--- src/common/pmu_pkg.sv ---
`default_nettype none

package pmu_pkg;

    // --------------------
    // Sizes
    // --------------------

    // Width of one counter and of the quota limit
    localparam int unsigned REG_WIDTH  = 32;
    // Counter slots behind the crossbar
    localparam int unsigned N_COUNTERS = 9;
    // SoC event lines entering the crossbar
    localparam int unsigned N_SOC_EV   = 32;
    // One crossbar select field, ceil(log2(N_SOC_EV))
    localparam int unsigned SEL_W      = 5;
    // Counter index carried by a write
    localparam int unsigned IDX_W      = 4;
    // Quota accumulator, wide enough that nine full counters never saturate
    localparam int unsigned SUM_W      = REG_WIDTH + 4;

    // --------------------
    // Types
    // --------------------

    typedef logic [REG_WIDTH-1:0] counter_t;

    // One bit per counter: events, masks, wrap strobes, overflow vector
    typedef logic [N_COUNTERS-1:0] counter_vec_t;

    // Whole counter bank, slot i at [i]
    typedef logic [N_COUNTERS-1:0][REG_WIDTH-1:0] counter_bank_t;

    // Field i names the SoC event routed to counter i
    typedef logic [N_COUNTERS-1:0][SEL_W-1:0] xbar_sel_t;

    // Self-test override applied after the crossbar
    typedef enum logic [1:0] {
        ST_OFF     = 2'b00,
        ST_ALL_ON  = 2'b01,
        ST_ALL_OFF = 2'b10,
        ST_ONE_ON  = 2'b11
    } selftest_e;

    // Static configuration, levels only
    typedef struct packed {
        logic         en;
        logic         softrst;
        logic         overflow_en;
        logic         overflow_softrst;
        logic         quota_softrst;
        selftest_e    selftest;
        counter_vec_t overflow_mask;
        counter_vec_t quota_mask;
        counter_t     quota_limit;
        xbar_sel_t    xbar_sel;
    } pmu_cfg_t;

    // Single-cycle counter load; we is the strobe
    typedef struct packed {
        logic             we;
        logic [IDX_W-1:0] idx;
        counter_t         data;
    } cnt_wr_t;

endpackage

`default_nettype wire

--- src/verilog/event_router.sv ---
`default_nettype none

module event_router (
    input  wire                         clk_i,
    input  wire                         rstn_i,
    input  wire [pmu_pkg::N_SOC_EV-1:0] events_i,
    input  wire pmu_pkg::xbar_sel_t     xbar_sel_i,
    input  wire pmu_pkg::selftest_e     selftest_i,
    output pmu_pkg::counter_vec_t       counter_events_o
);

    import pmu_pkg::*;

    // Crossbar output, one flop per counter slot
    counter_vec_t routed_q;

    // --------------------
    // Registered crossbar
    // --------------------

    // Each slot picks one SoC line by its select field
    always_ff @(posedge clk_i) begin
        if (!rstn_i) begin
            routed_q <= '0;
        end else begin
            for (int i = 0; i < N_COUNTERS; i++) begin
                routed_q[i] <= events_i[xbar_sel_i[i]];
            end
        end
    end

    // --------------------
    // Self-test override
    // --------------------

    // Combinational on the registered crossbar, so no extra latency
    always_comb begin
        case (selftest_i)
            ST_ALL_ON: begin
                counter_events_o = '1;
            end
            ST_ALL_OFF: begin
                counter_events_o = '0;
            end
            ST_ONE_ON: begin
                // Only slot 0 counts, useful to tell slots apart
                counter_events_o    = '0;
                counter_events_o[0] = 1'b1;
            end
            default: begin
                // ST_OFF, normal routing
                counter_events_o = routed_q;
            end
        endcase
    end

    // --------------------
    // Checks
    // --------------------

    // A select beyond the event vector would read a line that does not exist
    for (genvar g = 0; g < N_COUNTERS; g++) begin : g_sel_chk
        a_sel_range: assert property (
            @(posedge clk_i) disable iff (!rstn_i)
            int'(xbar_sel_i[g]) < N_SOC_EV
        );
    end

endmodule

`default_nettype wire

--- src/counters/pmu_counters.sv ---
`default_nettype none

module pmu_counters (
    input  wire                   clk_i,
    input  wire                   rstn_i,
    input  wire                   en_i,
    input  wire                   softrst_i,
    input  wire pmu_pkg::cnt_wr_t wr_i,
    input  wire pmu_pkg::counter_vec_t events_i,
    output pmu_pkg::counter_bank_t counters_o,
    output pmu_pkg::counter_vec_t  wrap_o
);

    import pmu_pkg::*;

    // The bank itself drives counters_o directly
    counter_bank_t cnt_q;
    // Wrap strobes stay high for the one cycle after the rollover edge
    counter_vec_t  wrap_q;

    // --------------------
    // Counter bank
    // --------------------

    // Per-slot priority is soft reset, then write, then counting
    always_ff @(posedge clk_i) begin
        if (!rstn_i) begin
            cnt_q  <= '0;
            wrap_q <= '0;
        end else begin
            // Strobes drop unless re-raised below
            wrap_q <= '0;
            if (softrst_i) begin
                cnt_q <= '0;
            end else begin
                for (int i = 0; i < N_COUNTERS; i++) begin
                    if (wr_i.we && (wr_i.idx == IDX_W'(i))) begin
                        // Loaded slot skips its increment this cycle
                        cnt_q[i] <= wr_i.data;
                    end else if (en_i && events_i[i]) begin
                        cnt_q[i]  <= cnt_q[i] + 1'b1;
                        // All ones rolls over to zero
                        wrap_q[i] <= &cnt_q[i];
                    end
                end
            end
        end
    end

    assign counters_o = cnt_q;
    assign wrap_o     = wrap_q;

    // --------------------
    // Checks
    // --------------------

    // Out-of-range index would drop the write silently
    a_wr_idx: assert property (
        @(posedge clk_i) disable iff (!rstn_i)
        wr_i.we |-> (int'(wr_i.idx) < N_COUNTERS)
    );

endmodule

`default_nettype wire

--- src/verilog/overflow_irq.sv ---
`default_nettype none

module overflow_irq (
    input  wire                        clk_i,
    input  wire                        rstn_i,
    input  wire                        en_i,
    input  wire                        softrst_i,
    input  wire pmu_pkg::counter_vec_t mask_i,
    input  wire pmu_pkg::counter_vec_t wrap_i,
    output pmu_pkg::counter_vec_t      vect_o,
    output logic                       intr_o
);

    import pmu_pkg::*;

    // Sticky record of which masked counters rolled over
    counter_vec_t vect_q;
    logic         intr_q;

    // --------------------
    // Overflow vector
    // --------------------

    // Soft reset wins over new wraps in the same cycle
    always_ff @(posedge clk_i) begin
        if (!rstn_i) begin
            vect_q <= '0;
        end else if (softrst_i) begin
            vect_q <= '0;
        end else if (en_i) begin
            vect_q <= vect_q | (wrap_i & mask_i);
        end
    end

    // Interrupt is one flop behind the vector
    always_ff @(posedge clk_i) begin
        if (!rstn_i) begin
            intr_q <= 1'b0;
        end else begin
            intr_q <= |vect_q;
        end
    end

    assign vect_o = vect_q;
    assign intr_o = intr_q;

    // --------------------
    // Checks
    // --------------------

    // No interrupt without a recorded overflow one cycle earlier
    a_intr_src: assert property (
        @(posedge clk_i) disable iff (!rstn_i)
        intr_o |-> ($past(vect_q) != '0)
    );

endmodule

`default_nettype wire

--- src/verilog/quota_irq.sv ---
`default_nettype none

module quota_irq (
    input  wire                         clk_i,
    input  wire                         rstn_i,
    input  wire                         softrst_i,
    input  wire pmu_pkg::counter_vec_t  mask_i,
    input  wire pmu_pkg::counter_t      limit_i,
    input  wire pmu_pkg::counter_bank_t counters_i,
    output logic                        intr_o
);

    import pmu_pkg::*;

    // Widened sum of the selected counters
    logic [SUM_W-1:0] sum;
    // Set on a quota excess and held until software clears it
    logic             flag_q;
    logic             over_limit;

    // --------------------
    // Masked sum
    // --------------------

    always_comb begin
        sum = '0;
        for (int i = 0; i < N_COUNTERS; i++) begin
            if (mask_i[i]) begin
                sum = sum + SUM_W'(counters_i[i]);
            end
        end
    end

    // Only a sum strictly above the limit counts as an excess
    assign over_limit = (sum > SUM_W'(limit_i));

    // --------------------
    // Sticky flag
    // --------------------

    always_ff @(posedge clk_i) begin
        if (!rstn_i) begin
            flag_q <= 1'b0;
        end else if (softrst_i) begin
            flag_q <= 1'b0;
        end else if (over_limit) begin
            flag_q <= 1'b1;
        end
    end

    assign intr_o = flag_q;

endmodule

`default_nettype wire

--- src/verilog/pmu_core.sv ---
`default_nettype none

module pmu_core (
    input  wire                         clk_i,
    input  wire                         rstn_i,
    input  wire pmu_pkg::pmu_cfg_t      cfg_i,
    input  wire pmu_pkg::cnt_wr_t       cnt_wr_i,
    input  wire [pmu_pkg::N_SOC_EV-1:0] events_i,
    output pmu_pkg::counter_bank_t      counters_o,
    output pmu_pkg::counter_vec_t       overflow_vect_o,
    output logic                        intr_overflow_o,
    output logic                        intr_quota_o
);

    import pmu_pkg::*;

    // Router to counters, after self-test override
    counter_vec_t  counter_events;
    // Counter wrap strobes into the overflow block
    counter_vec_t  wrap;
    // Live counter values, shared by the output and the quota block
    counter_bank_t counters;

    // --------------------
    // Event routing
    // --------------------

    event_router u_event_router (
        .clk_i            (clk_i),
        .rstn_i           (rstn_i),
        .events_i         (events_i),
        .xbar_sel_i       (cfg_i.xbar_sel),
        .selftest_i       (cfg_i.selftest),
        .counter_events_o (counter_events)
    );

    // --------------------
    // Counter bank
    // --------------------

    pmu_counters u_pmu_counters (
        .clk_i      (clk_i),
        .rstn_i     (rstn_i),
        .en_i       (cfg_i.en),
        .softrst_i  (cfg_i.softrst),
        .wr_i       (cnt_wr_i),
        .events_i   (counter_events),
        .counters_o (counters),
        .wrap_o     (wrap)
    );

    assign counters_o = counters;

    // --------------------
    // Interrupts
    // --------------------

    // Per-counter rollover, masked and sticky
    overflow_irq u_overflow_irq (
        .clk_i     (clk_i),
        .rstn_i    (rstn_i),
        .en_i      (cfg_i.overflow_en),
        .softrst_i (cfg_i.overflow_softrst),
        .mask_i    (cfg_i.overflow_mask),
        .wrap_i    (wrap),
        .vect_o    (overflow_vect_o),
        .intr_o    (intr_overflow_o)
    );

    // Overall budget across the selected counters
    quota_irq u_quota_irq (
        .clk_i      (clk_i),
        .rstn_i     (rstn_i),
        .softrst_i  (cfg_i.quota_softrst),
        .mask_i     (cfg_i.quota_mask),
        .limit_i    (cfg_i.quota_limit),
        .counters_i (counters),
        .intr_o     (intr_quota_o)
    );

endmodule

`default_nettype wire

--- config.mk ---
export PLATFORM = sky130hd
export DESIGN_NAME = pmu_core
export DESIGN_NICKNAME = d
export VERILOG_FILES = /design/src/common/pmu_pkg.sv /design/src/verilog/event_router.sv /design/src/counters/pmu_counters.sv /design/src/verilog/overflow_irq.sv /design/src/verilog/quota_irq.sv /design/src/verilog/pmu_core.sv
export SDC_FILE = /design/constraint.sdc
export NUM_CORES = 2
export LEC_CHECK = 0
export CAP_MARGIN = 20
export CORE_ASPECT_RATIO = 0.8
export CORE_MARGIN = 1.5
export CORE_UTILIZATION = 60
export CTS_CLUSTER_DIAMETER = 120
export DETAILED_ROUTE_END_ITERATION = 8
export DONT_BUFFER_PORTS = 1
export GPL_ROUTABILITY_DRIVEN = 0
export PLACE_DENSITY = 0.75
export REMOVE_ABC_BUFFERS = 1
export SYNTH_ARGS = -nofsm -noshare
export SYNTH_HDL_FRONTEND = slang
export SYNTH_SLANG_ARGS = --single-unit
--- constraint.sdc ---
create_clock -name clk_i -period 19.1 [get_ports clk_i]
set_input_delay 1.91 -clock clk_i [delete_from_list [all_inputs] [get_ports clk_i]]
set_output_delay 1.91 -clock clk_i [all_outputs]
set_load 0.01 [all_outputs]
==> reports/metrics.yaml <==
detailed_routing:
  vias_per_cell: 6.62
  num_vias: 34400
  wirelength_um: 116000
  first_pass_iters: 5
  drc_errors: 0
  drt-initial-drc-count: 3179
  wire_per_inst_um: 22.4
  postRouteAntennaNets: 0
layout:
  nNetsFinal: 4898
  fin_util: 0.636
  syn2layout_area_growth_pct: 4.25
  fillers: 5225
  drive_above_1_share: 0.0766
  final_area_sq_um: 37200
synth:
  async_reset_ff_frac: 0
  yosys_warnings: 0
  synth_ff_type: "dfxtp_1"
  syn_inst: 4579
  syn_area_sq_um: 35700
  synth-seq-cells: 317
  synth_cell_type_count: 95
  seq_area_frac_synth: 0.178
  synth_area_per_cell_sq_um: 7.79
  synth_edf_count: 0
worst_hold_path:
  hold_class: "reg -> reg"
clock_network:
  cts_tree: "built"
  post-cts-setup-buffers: 0
  clk_latency_ns: 0.59
  clock_sinks: 317
  ctsHtreeMaxLevel: 2
  path_clk_slew_ns: 0.06
  cts_resized: 0
  clockBufferDepth: 3
  cts_buffers: 39
  cts-root-buf: "clkbuf_16"
  holdBufCountCts: 0
die:
  rows: 79
  die_w_um: 276
  io_pins: 472
  fp.dieArea_sq_um: 60900
  core_sq_um: 58400
  die_y_um: 221
  initial_core_util: 0.610
setup_path:
  worst_path_largest_cell_delay_ns: 0.54
  cp.arrival_ns: 17.47
  cp-end-kind: "register"
  critical_path.max_fanout: 46
  worstSetupPathType: "in -> reg"
  cp_slowest_cell: "nor3_1"
  start_kind: "input pin"
  critPathBufInv: 1
  cp_top_family: "compound AO/OA/AOI/OAI gates"
  cp.required_ns: 19.55
timing:
  worstMarginPinSlew_ns: 1.11
  setup_tns_ns: 0
  setup_viol: 0
  slew_headroom: 0.254
  fin_crit_sh: 0.891
  skew_ns: 0.0214
  grt_setup_unrepaired: "no"
  min_period_ns: 17.02
  slew_violations: 0
  timing.fmax_mhz: 58.8
  hold_viol: 0
grt:
  grt_pass1_wl_um: 178000
  grt.total_usage: 0.368
  grt_max_degree: 82
  grt_pass1_vias: 30800
  grt-ovfl-total: 0
  antenna_found_initial: 0
placement:
  dpl-instance-area_sq_um: 35900
  portBuffers: 0
  hpwl_um: 91400
power:
  power_density_nw_per_um2: 48.9
  leakage_uw: 0.0157
  p_total_uw: 1820
  peakVddDrop_uv: 45.6
outcome:
  status: "completed"
job:
  drv_cap: 0
## layout by cell type (no fill, tap or decap), types with 10 or more instances in the layout
master / Yosys / routed
mux2_2: 114 / 114
ha_1: 319 / 319
xor2_1: 266 / 266
clkbuf_16: 0 / 41
nand3b_1: 10 / 10
o21ai_0: 177 / 177
nand2_1: 391 / 385
a21oi_1: 264 / 264
and2_1: 30 / 30
or3_1: 42 / 42
a31oi_1: 40 / 40
a311oi_1: 30 / 30
mux4_2: 90 / 90
nand4_1: 92 / 92
nand3_1: 141 / 139
mux2i_1: 34 / 34
o31ai_1: 12 / 12
nor2b_1: 41 / 41
o21ai_1: 35 / 35
nor3_1: 49 / 49
o31a_1: 10 / 10
a21boi_0: 10 / 10
xnor2_1: 223 / 223
and3_1: 85 / 85
o22ai_1: 12 / 12
nand2b_1: 51 / 50
o211ai_1: 15 / 15
buf_4: 0 / 24
o21a_1: 68 / 68
or2_2: 12 / 12
nor2_1: 549 / 549
o21bai_1: 30 / 30
inv_1: 154 / 154
nor4_1: 20 / 20
a21o_1: 143 / 143
a211oi_1: 292 / 292
and4_1: 24 / 24
dfxtp_1: 317 / 317
## layout make-up
class	instances	area [sq um]	share of cell area
inverter	156	586	0.0158
clock buffer	54	1130	0.0305
multi-input combinational	3860	27800	0.749
timing repair buffer	24	180	0.00485
tap	769	962	0.0259
sequential	317	6350	0.171
antenna	1	2.50	0.0000673
clock inverter	15	136	0.00367
## sequential cells by signal (all words and copies together), names as in the netlist
| signal | count |
|---|---|
| u_event_router.routed_q | 9 |
| u_overflow_irq.intr_o | 1 |
| u_overflow_irq.vect_o | 9 |
| u_pmu_counters.counters_o | 288 |
| u_pmu_counters.wrap_o | 9 |
| u_quota_irq.intr_o | 1 |
## tightest hold or removal path, stage by stage, from the launching register on
cell	delay, ns
dfxtp_1	0.30
a31oi_1	0.07
nor2_1	0.08
## per-layer routing
layer | vias to the layer above | wire length (um) | share of wire | global-route usage
li1 | 16400 | - | - | -
met1 | 16000 | 48900 | 0.42 | 0.497
met2 | 1673 | 50500 | 0.43 | 0.564
met3 | 281 | 12000 | 0.10 | 0.0821
met4 | 0 | 5020 | 0.043 | 0.148
met5 | - | 0 | 0 | 0
## through the flow
stage,cells,hold slack (ns),worst slack [ns]
floorplan,4333,0.459,3.69
global placement,5126,0.468,2.25
detailed placement,5126,0.472,1.87
CTS,5195,0.486,2.43
global route,5195,0.510,0.851
finish,5196,0.484,2.08
## cell families after synthesis
| kind of cell | synth area share |
|---|---|
| AO/OA/AOI/OAI | 0.233 |
| AND/OR/NAND/NOR | 0.203 |
| adder cells (fa/ha/maj) | 0.117 |
| multiplexers | 0.104 |
| buffers and inverters | 0.0426 |
| XOR/XNOR | 0.121 |
| flip-flops | 0.178 |
## path summary, 6_finish.rpt
| kind | start | to | slack [ns] | cells past startpoint |
|---|---|---|---|---|
| max reg2reg | u_pmu_counters.counters_o[1] | u_quota_irq.intr_o | 2.91 | 78 |
| max | cfg_i[77] | u_quota_irq.intr_o | 2.08 | 76 |
| min | u_pmu_counters.wrap_o[8] | u_overflow_irq.vect_o[8] | 0.48 | 2 |
| min reg2reg | u_pmu_counters.wrap_o[8] | u_overflow_irq.vect_o[8] | 0.48 | 2 |
## synth_stat cells, drive strengths merged (42+ instances only)
cell,n,area (sq um)
a211oi,295,2230
a21o,143,1070
a21oi,265,1330
a31oi,43,305
and3,85,532
buf,52,206
clkbuf,194,728
dfxtp,317,6350
ha,319,3990
inv,154,578
mux2,117,1320
mux4,90,2030
nand2,391,1470
nand2b,51,319
nand3,141,706
nand4,92,576
nor2,550,2070
nor3,49,245
o21a,68,510
o21ai,212,1060
or3,42,263
xnor2,224,1970
xor2,266,2330
## where the power goes
part | internal, uW | total (uW) | switching [uW]
clock | 442 | 772 | 330
combinational | 168 | 359 | 190
sequential | 669 | 686 | 16.7
Note: power is estimated with default switching activity, not from simulation.
